File: src/logic/haar_stage_defines.svh
`ifndef HAAR_STAGE_DEFINES_SVH
`define HAAR_STAGE_DEFINES_SVH

// integral image window
`define WINDOW_WIDTH 10
`define WINDOW_HEIGHT 10
`define WINDOW_WORDS (`WINDOW_WIDTH * `WINDOW_HEIGHT)

// classifier storage
`define MAX_CLASSIFIERS 8
`define CLASSIFIER_FIELDS 18

// host bus
`define APB_ADDR_WIDTH 12
`define APB_DATA_WIDTH 32

`endif

File: src/logic/haar_stage_pkg.sv
`default_nettype none

`include "haar_stage_defines.svh"

package haar_stage_pkg;

	typedef logic [15:0] pixel_sum_t;
	// indices of 100 and above read as zero
	typedef logic [6:0] window_index_t;
	typedef logic [15:0] param_word_t;
	typedef logic signed [15:0] weight_t;
	typedef logic signed [31:0] feature_value_t;
	typedef logic signed [15:0] vote_t;
	typedef logic signed [15:0] stage_sum_t;
	typedef logic [2:0] classifier_index_t;
	typedef logic [3:0] class_count_t;

	typedef struct packed {
		window_index_t r1_a;
		window_index_t r1_b;
		window_index_t r1_c;
		window_index_t r1_d;
		window_index_t r2_a;
		window_index_t r2_b;
		window_index_t r2_c;
		window_index_t r2_d;
		window_index_t r3_a;
		window_index_t r3_b;
		window_index_t r3_c;
		window_index_t r3_d;
	} corner_set_t;

	typedef struct packed {
		pixel_sum_t r1_a;
		pixel_sum_t r1_b;
		pixel_sum_t r1_c;
		pixel_sum_t r1_d;
		pixel_sum_t r2_a;
		pixel_sum_t r2_b;
		pixel_sum_t r2_c;
		pixel_sum_t r2_d;
		pixel_sum_t r3_a;
		pixel_sum_t r3_b;
		pixel_sum_t r3_c;
		pixel_sum_t r3_d;
	} corner_values_t;

	typedef struct packed {
		corner_set_t corners;
		weight_t weight1;
		weight_t weight2;
		weight_t weight3;
		logic signed [15:0] threshold;
		vote_t left_vote;
		vote_t right_vote;
	} classifier_t;

	typedef struct packed {
		logic psel;
		logic penable;
		logic pwrite;
		logic [`APB_ADDR_WIDTH-1:0] paddr;
		logic [`APB_DATA_WIDTH-1:0] pwdata;
	} apb_req_t;

	typedef struct packed {
		logic [`APB_DATA_WIDTH-1:0] prdata;
		logic pready;
		logic pslverr;
	} apb_rsp_t;

	typedef enum logic [1:0] {
		seq_idle,
		seq_run,
		seq_drain
	} seq_state_e;

endpackage

`default_nettype wire

File: src/logic/stage_sequencer.sv
`timescale 1ns/100ps
`default_nettype none

module stage_sequencer
(
	input wire clk,
	input wire rst,
	input wire start,
	input wire haar_stage_pkg::class_count_t class_count,
	output logic busy,
	output logic issue_valid,
	output haar_stage_pkg::classifier_index_t issue_index,
	output logic last_issue,
	input wire done
);

	haar_stage_pkg::seq_state_e state;

	always_ff @(posedge clk)
	begin
		if (rst)
		begin
			state <= haar_stage_pkg::seq_idle;
			issue_valid <= 1'b0;
			issue_index <= '0;
			last_issue <= 1'b0;
		end
		else
		begin
			case (state)
				haar_stage_pkg::seq_idle:
				begin
					if (start)
					begin
						state <= haar_stage_pkg::seq_run;
						issue_valid <= 1'b1;
						issue_index <= '0;
						last_issue <= (class_count == 4'd1);
					end
				end
				haar_stage_pkg::seq_run:
				begin
					if (last_issue)
					begin
						state <= haar_stage_pkg::seq_drain;
						issue_valid <= 1'b0;
						last_issue <= 1'b0;
					end
					else
					begin
						issue_index <= issue_index + 3'd1;
						last_issue <= (({1'b0, issue_index} + 4'd2) == class_count);
					end
				end
				haar_stage_pkg::seq_drain:
				begin
					// votes still in the pipeline
					if (done)
					begin
						state <= haar_stage_pkg::seq_idle;
					end
				end
				default: state <= haar_stage_pkg::seq_idle;
			endcase
		end
	end

	// busy drops in the cycle the result appears
	assign busy = (state != haar_stage_pkg::seq_idle) &&
		!((state == haar_stage_pkg::seq_drain) && done);

endmodule

`default_nettype wire

File: config.mk
export PLATFORM = sky130hd
export DESIGN_NAME = stage_sequencer
export DESIGN_NICKNAME = d
export VERILOG_FILES = /design/src/logic/haar_stage_pkg.sv /design/src/logic/stage_sequencer.sv
export VERILOG_INCLUDE_DIRS = /design/src /design/src/logic
export SDC_FILE = /design/constraint.sdc
export NUM_CORES = 1
export LEC_CHECK = 0
export ABC_AREA = 1
export ABC_CLOCK_PERIOD_IN_PS = 1100
export BUFFER_PORTS_ARGS = -buffer_cell sky130_fd_sc_hd__buf_2
export CORE_AREA = 2 2 39 41
export DETAILED_ROUTE_END_ITERATION = 8
export DIE_AREA = 0 0 41 43
export PLACE_DENSITY_LB_ADDON = 0.2
export SYNTH_ARGS = -nofsm -noshare
export SYNTH_HDL_FRONTEND = slang
export SYNTH_SLANG_ARGS = --single-unit
File: constraint.sdc
create_clock -name clk -period 1.1 [get_ports clk]
set_input_delay 0.165 -clock clk [delete_from_list [all_inputs] [get_ports clk]]
set_output_delay 0.165 -clock clk [all_outputs]
set_load 0.005 [all_outputs]
After elaboration in Yosys (flattened, before gate mapping):

Cells that the tools add are included.

* add/sub/neg operators: 2
* equal/unequal tests: 8
* multiplexer cells: 13
* reductions and logical operators: 10

Operator list (number)
* $reduce_and 3->1: 3
* $ne 2x2->1 const B: 4
* $mux 2: 3
* $mux 3: 2
* $pmux 2 s3: 1
* $pmux 3 s2: 1
* $add 3x2->4 const B: 1
* $eq 4x1->1 const B: 1
* $eq 4x4->1: 1
* $mux 1: 4
* $pmux 1 s2: 2
* $reduce_bool 2->1: 2
* $add 3x1->3 const B: 1
* $eq 2x1->1 const B: 1
* $eq 2x2->1 const B: 1
* $logic_and 1x1->1: 2
* $logic_not 2->1: 1
* $reduce_and 2->1: 1
* $logic_not 1->1: 1

* bits in registers: 7
* output and inout port bits: 6
* word-level logic and storage cells: 37

Depth between registers and ports, before layout:

Gate-level depths: netlist (run 1).

* depth after elaboration: 4
* gate-level depth with buffers: 7

Least setup slack after synthesis (run 1):

OpenSTA, ideal clock, no wires.

* path type: flip-flop to flip-flop
* from: register issue_index[1]
* to: register last_issue
* setup time: 70 ps
* data arrival time: 996 ps
* data required time: 1030 ps
* slack: 34 ps
* stages on the path, launching flop included: 8
* period minus slack after synthesis: 1066 ps
* path through: dfxtp_1 ha_1 inv_1 nand2_1 nand2_1 nor2_1 nand3_1 a21oi_1

* word-level cells in the longest chain between the ends: 4

RTL lines
* start: declaration: line stage_sequencer.sv:12 `output haar_stage_pkg::classifier_index_t issue_index,`
* start signal: assignment: line stage_sequencer.sv:51 `issue_index <= issue_index + 3'd1;`
* $add 3x2->4: line stage_sequencer.sv:52 `last_issue <= (({1'b0, issue_index} + 4'd2) == class_count);`
* $eq 4x4->1: line stage_sequencer.sv:52
* $mux 1: line stage_sequencer.sv:43 `if (last_issue)`
* $pmux 1 s2: line stage_sequencer.sv:30 `case (state)`
* end signal: assignment: line stage_sequencer.sv:38 `last_issue <= (class_count == 4'd1);`
* end signal: assignment: line stage_sequencer.sv:52
* end: declaration: line stage_sequencer.sv:13 `output logic last_issue,`

No other way between the ends.
A chain may end at the register's enable or synchronous reset.

Worst setup path in the final report (run 1):

Ends and elaborated chain as after synthesis.

==> results of run 1 <==
cells in the mapped netlist:
cell type / n
sky130_fd_sc_hd__nand2_1: 17
sky130_fd_sc_hd__o21ai_0: 3
sky130_fd_sc_hd__ha_1: 2
sky130_fd_sc_hd__nand3_2: 1
sky130_fd_sc_hd__xor2_1: 1
sky130_fd_sc_hd__nor2_4: 1
sky130_fd_sc_hd__dfxtp_1: 7
sky130_fd_sc_hd__nand3_1: 3
sky130_fd_sc_hd__nor2_2: 1
sky130_fd_sc_hd__nand2_4: 1
sky130_fd_sc_hd__inv_1: 11
sky130_fd_sc_hd__xnor2_1: 1
sky130_fd_sc_hd__nor2_1: 7
sky130_fd_sc_hd__inv_2: 2
sky130_fd_sc_hd__nand2_2: 1
sky130_fd_sc_hd__a21oi_1: 7
repair_timing:
action / 4_1_cts / 5_1_grt
gates resized for setup: 3 / 4
endpoints found under the setup margin: 2 / 3
setup buffers: 0 / 1
worst max-delay path: cells and delay by family (launching register included):
kind / cells / cell delay [ns]
flip-flops: 1 / 0.36
adder cells (fa/ha/maj): 1 / 0.26
AO/OA/AOI/OAI: 1 / 0.11
AND/OR/NAND/NOR: 4 / 0.26
buffers and inverters: 1 / 0.03
cell type report:
| type | count | area [sq um] |
|---|---|---|
| fillers | 159 | 798 |
| inverters | 13 | 48.8 |
| flip-flops and latches | 7 | 145 |
| clock buffers | 4 | 26.3 |
| repair buffers | 16 | 87.6 |
| multi-input cells | 46 | 258 |
| well taps | 16 | 20.0 |
stage by stage:
stage | power (mW) | cells
after detailed placement | 0.460 | 97
final | 0.701 | 102
after global routing | 0.751 | 102
after floorplan | 0.397 | 66
after CTS | 0.702 | 101
after global placement | 0.459 | 97
flip-flops by register name, summed over array words and instances, names as in the netlist:
register	cells
issue_index	3
state	2
issue_valid	1
last_issue	1
how the worst max path moves through the flow:
| stage | start | endpoint | slack [ns] |
|---|---|---|---|
| 2_1_floorplan | issue_index[1]$_SDFFE_PP0P_ | last_issue$_SDFFE_PP0P_ | 0.03 |
| 3_3_place_gp | issue_index[1]$_SDFFE_PP0P_ | last_issue$_SDFFE_PP0P_ | 0.02 |
| 3_5_place_dp | issue_index[1]$_SDFFE_PP0P_ | last_issue$_SDFFE_PP0P_ | -0.01 |
| 4_1_cts | state[1]$_SDFFE_PP0P_ | busy | 0.02 |
| 5_1_grt | issue_index[1]$_SDFFE_PP0P_ | last_issue$_SDFFE_PP0P_ | -0.03 |
| 6_report | issue_index[1]$_SDFFE_PP0P_ | last_issue$_SDFFE_PP0P_ | 0.03 |
kinds of logic after synthesis:
family | share of synthesized area [%]
flip-flops | 32.5
AND/OR/NAND/NOR | 34.8
adder cells (fa/ha/maj) | 5.80
XOR/XNOR | 4.06
buffers and inverters | 11.3
AO/OA/AOI/OAI | 11.6
per-layer routing:
layer  vias to the layer above  wire (um)  global-route usage [%]
met5                         -          0                       0
met4                         0          0                    4.00
met3                         0         51                    7.85
met2                         8        451                    20.0
met1                       198        421                    14.0
li1                        242          -                       -
power by group through the flow:
stage / clock network [mW] / logic (mW) / registers, mW
finish: 0.231 / 0.175 / 0.295
global route: 0.251 / 0.203 / 0.298
CTS: 0.240 / 0.166 / 0.296
detailed placement: 0 / 0.163 / 0.297
global placement: 0 / 0.162 / 0.296
floorplan: 0 / 0.101 / 0.297
cells in the final DEF (no fill, tap or decap), drive strengths merged:
| cell type | instances |
|---|---|
| nand2 | 19 |
| buf | 16 |
| inv | 13 |
| nor2 | 9 |
| a21oi | 7 |
| dfxtp | 7 |
| nand3 | 4 |
| clkbuf | 4 |
| o21ai | 3 |
| ha | 2 |
| xor2 | 1 |
| xnor2 | 1 |
==> flow_summary.ini, run 1 <==
[sta]
maxClockFrequency_mhz = 933
setup_viol = 0
fin_worst_skew_ns = 0.000218
fin_worst_hold_slack_ns = 0.156
final-max-slew-violation-count = 0
worst_setup_slack_final_ns = 0.0287
max_slew.worst_pin.slew_ns = 0.179
final.min_clock_period_ns = 1.07
slew_headroom_pct = 88.0
rsz0062_at_grt = yes
final_min_period_over_clock_period_pct = 97.4
timing.final.hold_violations = 0
final.setup.tns_ns = 0

[worst_setup_path]
regToRegSetupSlack_ns = 0.03
worstPathArrival_ns = 1.26
cp_max_fo = 4
worstReg2RegEnd = last_issue$_SDFFE_PP0P_
critical_path_class = reg2reg
timing.critical_path.to_type = register
r2r_start = issue_index[1]$_SDFFE_PP0P_
timing.critical_path.cells = ha_4 -> inv_2 -> nand2_2 -> nand2_1 -> nor2_1 -> nand3_1 -> a21oi_1
worst_r2r_path_depth = 7
timing.critical_path.required_ns = 1.29
crit_path_start_kind = register
timing.critical_path.slowest_cell_delay_ns = 0.36
crit_path_max_delay_cell_type = sky130_fd_sc_hd__dfxtp_4

[final_layout]
share_of_the_core_filled_with_cells_pct = 42.3
area_delta_synth_final_pct = 35.7
drive_gt1_share_pct = 36.0
final_area_sq_um = 586
antenna_cells = 0
nets_finish = 97

[yosys]
synth.largest_area_cell = sky130_fd_sc_hd__dfxtp_1
postSynthAreaPerCell_sq_um = 6.54
synth_largest_type_area_fraction_pct = 32.5
post_synth_num_cell_types = 16
ys_ff_latch = 7
synth_top_cells_by_area = sky130_fd_sc_hd__dfxtp_1 (32%), sky130_fd_sc_hd__nand2_1 (15%), sky130_fd_sc_hd__inv_1 (9.6%), sky130_fd_sc_hd__a21oi_1 (8.1%), sky130_fd_sc_hd__nor2_1 (6.1%)
synthesis.yosys.warnings = 0
post_synth_design_cell_area_sq_um = 432
synth.yosys.seq_area_share_pct = 32.5
synth_fp_nets = 76
syn_inst_count = 66

[global_route]
initial_antenna_violation_count = 0
grt_pass1_vias = 398
overflow = 0
grt_pass1_wl_um = 1490
grt_max_degree = 7
grtUsageTotal_pct = 12.9

[power]
sequential_power_share_pct = 42.1
cellPowerDensity_nw_per_um2 = 1200
sw_frac_of_total_pct = 29.7
irDropWorstVdd_uv = 761
combinationalPowerShare_pct = 24.9
leakagePower_nw = 0.316
p_int_mw = 0.492
p_clk_share_pct = 33.0
power.switching_mw = 0.208

[clock_tree]
cts-htree-levels = 1
clock_latency_of_the_later_clocked_register_in_the_worst_skew_pair_ns = 0.25
clkTransAtPathRegs_ns = 0.05
cts_num_sinks = 7
cts_tree = done
cts.root.buffer_cell = sky130_fd_sc_hd__clkbuf_4
cts_buffers = 3
cts_hold_repair.buffers = 0
cts.path.max_buffers = 2

[floorplanning]
initial_utilization_pct = 31.2
die-area_sq_um = 1760
die-width_um = 41
fp.coreArea_sq_um = 1380
die_height_um = 43
fp-row-count = 14
top_level_ports = 14

[route]
detailroute.via_count = 448
routed_length_per_placed_instance_um = 9.06
starting_drt_drc_count = 2
route.final.wire_length_um = 924
vias_per_cell = 4.39
drt.antenna.violating_nets = 0
remaining_drc_errors = 0
number_of_iterations_in_the_first_detailed_routing_pass = 2

[min_path]
timing.hold.worst_endpoint = state[1]$_SDFFE_PP0P_
min_delay_path_depth = 2
min-delay-path-class = in2reg
min_from = rst

[run]
max_cap_violations = 0

[place]
gp_congestion = 0.746
placed_cell_area_sq_um = 532
pre_cts_ws_ns = -0.00996
place_hpwl_um = 761
placement.io_buffers = 13

[status]
run_status = finished clean
Note: power is estimated with default switching activity, not from simulation.
==> run 2: changes to the inputs <==
--- a/config.mk
+++ b/config.mk
@@ -12,6 +12,7 @@
 export CORE_AREA = 2 2 39 41
 export DETAILED_ROUTE_END_ITERATION = 8
 export DIE_AREA = 0 0 41 43
+export MAX_ROUTING_LAYER = met4
 export PLACE_DENSITY_LB_ADDON = 0.2
 export SYNTH_ARGS = -nofsm -noshare
 export SYNTH_HDL_FRONTEND = slang
==> run 2 against run 1 <==
Power is 0.24% higher; highest routed layer unchanged; first-iteration DRC count stayed put; critical path depth stayed put; clock skew hardly changed; fmax hardly changed; register-to-register slack hardly changed; worst hold slack worse by 0.0018 ns; flip-flop and latch count stayed put; critical endpoint unchanged; die area stayed put.
==> flow_summary.ini, run 2 (same netlist as run 1, synthesis figures left out) <==
[sta]
final.setup.tns_ns = 0
slew_headroom_pct = 88.0
rsz0062_at_grt = yes
fin_worst_skew_ns = 0.000241
worst_setup_slack_final_ns = 0.0287
maxClockFrequency_mhz = 933
fin_worst_hold_slack_ns = 0.154
final.min_clock_period_ns = 1.07
final-max-slew-violation-count = 0
max_slew.worst_pin.slew_ns = 0.179
setup_viol = 0
timing.final.hold_violations = 0
final_min_period_over_clock_period_pct = 97.4

[min_path]
timing.hold.worst_endpoint = state[1]$_SDFFE_PP0P_
min_from = rst
min-delay-path-class = in2reg
min_delay_path_depth = 2

[route]
number_of_iterations_in_the_first_detailed_routing_pass = 2
remaining_drc_errors = 0
routed_length_per_placed_instance_um = 9.09
route.final.wire_length_um = 927
met3_wirelength_um = 52
starting_drt_drc_count = 2
wl_met2_um = 451
topRoutingLayerUsed = met3
routedLengthMet1_um = 423
drt.antenna.violating_nets = 0
detailroute.via_count = 447
vias_per_cell = 4.38

[clock_tree]
cts_hold_repair.buffers = 0
cts_num_sinks = 7
clock_latency_of_the_later_clocked_register_in_the_worst_skew_pair_ns = 0.25
clkTransAtPathRegs_ns = 0.05
cts-htree-levels = 1
cts_tree = done
cts.root.buffer_cell = sky130_fd_sc_hd__clkbuf_4
cts.path.max_buffers = 2
cts_buffers = 3

[final_layout]
antenna_cells = 0
drive_gt1_share_pct = 36.0
final_common_cell = sky130_fd_sc_hd__nand2_1
largest_registers = issue_index (3), state (2)
nets_finish = 97
largest_register_ff_count = 3
area_delta_synth_final_pct = 35.7
layout_common_cells = sky130_fd_sc_hd__nand2_1 (16), sky130_fd_sc_hd__buf_2 (13), sky130_fd_sc_hd__inv_1 (10)
share_of_the_core_filled_with_cells_pct = 42.3
largest_register = issue_index

[global_route]
grt_pass1_wl_um = 1490
grt_max_degree = 7
grt_pass1_vias = 397
overflow = 0
grtUsageTotal_pct = 13.2
initial_antenna_violation_count = 0

[power]
cellPowerDensity_nw_per_um2 = 1200
leakagePower_nw = 0.316
power_mw = 0.702
irDropWorstVdd_uv = 761

[worst_setup_path]
timing.critical_path.buf_inv = 1
crit_path_start_kind = register
cp_max_fo = 4
worst_r2r_path_depth = 7
crit_path_max_delay_cell_type = sky130_fd_sc_hd__dfxtp_4
timing.critical_path.slowest_cell_delay_ns = 0.36
timing.critical_path.required_ns = 1.29
timing.critical_path.cells = ha_4 -> inv_2 -> nand2_2 -> nand2_1 -> nor2_1 -> nand3_1 -> a21oi_1
worstReg2RegEnd = last_issue$_SDFFE_PP0P_
regToRegSetupSlack_ns = 0.03
critical_path_class = reg2reg
critical-path-top-delay-family = flip-flops
timing.critical_path.to_type = register
r2r_start = issue_index[1]$_SDFFE_PP0P_
worstPathArrival_ns = 1.26

[place]
pre_cts_ws_ns = -0.00996
gp_congestion = 0.756
place_hpwl_um = 761
placement.io_buffers = 13

[floorplanning]
die-width_um = 41
die_height_um = 43
die-area_sq_um = 1760
fp.coreArea_sq_um = 1380
fp-row-count = 14
initial_utilization_pct = 31.2
top_level_ports = 14

[status]
run_status = finished clean

[run]
max_cap_violations = 0
run 2: power by group:
group	switching [mW]	leakage [nW]	total (mW)	internal, mW
Combinational	0.0952	0.243	0.175	0.0794
Sequential	0.0204	0.0585	0.295	0.275
Clock	0.0944	0.0150	0.233	0.138
Total	0.210	0.316	0.702	0.492
run 2: area by class of cell:
cell class	count	area [sq um]
Fill cell	159	798
Multi-Input combinational cell	46	258
Sequential cell	7	145
Timing Repair Buffer	16	87.6
Inverter	13	48.8
Clock buffer	4	26.3
Tap cell	16	20.0
run 2: worst max path at each step:
stage | start | to | slack (ns) | depth (start not counted)
global placement | issue_index[1]$_SDFFE_PP0P_ | last_issue$_SDFFE_PP0P_ | 0.02 | 7
detailed placement | issue_index[1]$_SDFFE_PP0P_ | last_issue$_SDFFE_PP0P_ | -0.01 | 7
CTS | state[1]$_SDFFE_PP0P_ | busy | 0.02 | 3
finish | issue_index[1]$_SDFFE_PP0P_ | last_issue$_SDFFE_PP0P_ | 0.03 | 7
global route | issue_index[1]$_SDFFE_PP0P_ | last_issue$_SDFFE_PP0P_ | -0.03 | 7
floorplan | issue_index[1]$_SDFFE_PP0P_ | last_issue$_SDFFE_PP0P_ | 0.03 | 7
run 2: metrics by stage:
step                instance area, sq um  std cells
floorplan                            432         66
global placement                     532         97
detailed placement                   532         97
CTS                                  573        101
global route                         586        102
finish                               586        102
run 2: repair_timing:
item | 4_1_cts | 5_1_grt
buffers inserted | 0 | 1
hold endpoints to repair | 0 | 0
gates resized for setup | 3 | 4
endpoints found under the setup margin | 2 | 3
run 2: metal layers:
layer	vias to the layer above	GRT usage, %
li1	242	-
met1	197	14.0
met2	8	20.0
met3	0	7.85
met4	0	4.00
met5	-	-
==> run 3: changes to the inputs <==
--- a/config.mk
+++ b/config.mk
@@ -14,6 +14,7 @@
 export DIE_AREA = 0 0 41 43
 export MAX_ROUTING_LAYER = met4
 export PLACE_DENSITY_LB_ADDON = 0.2
+export RECOVER_POWER = 50
 export SYNTH_ARGS = -nofsm -noshare
 export SYNTH_HDL_FRONTEND = slang
 export SYNTH_SLANG_ARGS = --single-unit
==> run 3 against run 2 <==
Sequential power about the same; routed wire length grew 0.22%; utilization is 0.090 points lower; largest power group unchanged.
==> flow_summary.ini, run 3 (same netlist as run 1, synthesis figures left out) <==
[sta]
setup_viol = 0
worst_setup_slack_final_ns = 0.0287
fin_worst_skew_ns = 0.000241
maxClockFrequency_mhz = 933
rsz0062_at_grt = yes
fin_worst_hold_slack_ns = 0.154
timing.final.hold_violations = 0
max_slew.worst_pin.slew_ns = 0.179
slew_headroom_pct = 88.0
final.min_clock_period_ns = 1.07
final_min_period_over_clock_period_pct = 97.4
final.setup.tns_ns = 0
final-max-slew-violation-count = 0

[route]
drt.antenna.violating_nets = 0
remaining_drc_errors = 0
detailroute.via_count = 447
starting_drt_drc_count = 2
number_of_iterations_in_the_first_detailed_routing_pass = 2
route.final.wire_length_um = 929
vias_per_cell = 4.38
routed_length_per_placed_instance_um = 9.11

[power]
irDropWorstVdd_uv = 761
p_clk_share_pct = 33.2
power_mw = 0.702
leakagePower_nw = 0.312
power.switching_mw = 0.210
cellPowerDensity_nw_per_um2 = 1200
sw_frac_of_total_pct = 29.9
combinationalPowerShare_pct = 24.8
sequential_power_share_pct = 42.0
p_int_mw = 0.492

[worst_setup_path]
regToRegSetupSlack_ns = 0.03
timing.critical_path.slowest_cell_delay_ns = 0.36
crit_path_max_delay_cell_type = sky130_fd_sc_hd__dfxtp_4
timing.critical_path.required_ns = 1.29
cp_max_fo = 4
worstPathArrival_ns = 1.26
crit_path_start_kind = register
critical_path_class = reg2reg
timing.critical_path.cells = ha_4 -> inv_2 -> nand2_2 -> nand2_1 -> nor2_1 -> nand3_1 -> a21oi_1
timing.critical_path.to_type = register

[clock_tree]
cts.path.max_buffers = 2
cts-htree-levels = 1
cts_num_sinks = 7
cts.root.buffer_cell = sky130_fd_sc_hd__clkbuf_4
cts_tree = done
clkTransAtPathRegs_ns = 0.05
cts_buffers = 3
cts_hold_repair.buffers = 0
clock_latency_of_the_later_clocked_register_in_the_worst_skew_pair_ns = 0.25

[place]
pre_cts_ws_ns = -0.00996
placed_cell_area_sq_um = 532
dp_cells = 97
place_hpwl_um = 761
placement.io_buffers = 13
gp_congestion = 0.756

[floorplanning]
die-width_um = 41
top_level_ports = 14
fp-row-count = 14
die-area_sq_um = 1760
initial_utilization_pct = 31.2
die_height_um = 43
fp.coreArea_sq_um = 1380

[final_layout]
largest_register_ff_count = 3
largest_register = issue_index
layout.filler_cells = 158
antenna_cells = 0
share_of_the_core_filled_with_cells_pct = 42.2
final_common_cell = sky130_fd_sc_hd__nand2_1
drive_gt1_share_pct = 34.9
largest_registers = issue_index (3), state (2)
area_delta_synth_final_pct = 35.4
layout_common_cells = sky130_fd_sc_hd__nand2_1 (16), sky130_fd_sc_hd__buf_2 (12), sky130_fd_sc_hd__inv_1 (10)
nets_finish = 97
non_filler_instance_count_after_layout = 102
final_area_sq_um = 584

[global_route]
grt_max_degree = 7
grt_pass1_vias = 397
grtUsageTotal_pct = 13.2
grt_pass1_wl_um = 1490
overflow = 0
initial_antenna_violation_count = 0

[min_path]
min-delay-path-class = in2reg

[run]
max_cap_violations = 0

[status]
run_status = finished clean
-- run 3: cell count changes in the layout (fill, tap and decap cells not counted) --
| cell | previous run | this run |
|---|---|---|
| sky130_fd_sc_hd__clkbuf_1 | 1 | 2 |
| sky130_fd_sc_hd__buf_2 | 13 | 12 |
-- run 3: routing by layer --
metal	share of wire, %	track usage, %
met4	0	4.00
met2	49	20.0
met1	46	14.0
met5	0	-
met3	5.7	7.85
-- run 3: repair_timing --
item / in CTS / in global routing
setup endpoints to repair: 2 / 3
buffers inserted: 0 / 1
pin swaps: 0 / 0
gates resized for setup: 3 / 4
-- run 3: final cells by class --
| cell class | instances | area, sq um | area share, % |
|---|---|---|---|
| Tap cell | 16 | 20.0 | 3.43 |
| Sequential cell | 7 | 145 | 24.8 |
| Multi-Input combinational cell | 46 | 258 | 44.1 |
| Clock buffer | 4 | 26.3 | 4.50 |
| Inverter | 13 | 48.8 | 8.35 |
| Timing Repair Buffer | 16 | 86.3 | 14.8 |
-- run 3: worst paths after layout --
kind / endpoint / from / cells after the start
worst max-delay path: last_issue$_SDFFE_PP0P_ / issue_index[1]$_SDFFE_PP0P_ / 7
worst min-delay path: state[1]$_SDFFE_PP0P_ / rst / 2
worst max register to register: last_issue$_SDFFE_PP0P_ / issue_index[1]$_SDFFE_PP0P_ / 7
worst min register to register: issue_valid$_SDFFE_PP0P_ / issue_valid$_SDFFE_PP0P_ / 2
-- run 3: power by group through the flow --
| stage | logic, mW | clock network (mW) | registers [mW] |
|---|---|---|---|
| after floorplan | 0.101 | 0 | 0.297 |
| after global placement | 0.162 | 0 | 0.296 |
| after global routing | 0.202 | 0.251 | 0.298 |
| final | 0.174 | 0.233 | 0.295 |
| after CTS | 0.166 | 0.240 | 0.296 |
| after detailed placement | 0.163 | 0 | 0.297 |
-- run 3: worst max-delay path, delay by kind of cell (launching register included) --
| kind | cells | cell delay [ns] |
|---|---|---|
| adders and majority gates | 1 | 0.26 |
| and+or+nand+nor | 4 | 0.26 |
| DFF | 1 | 0.36 |
| buffers and inverters | 1 | 0.03 |
| AOI/OAI and AO/OA | 1 | 0.11 |
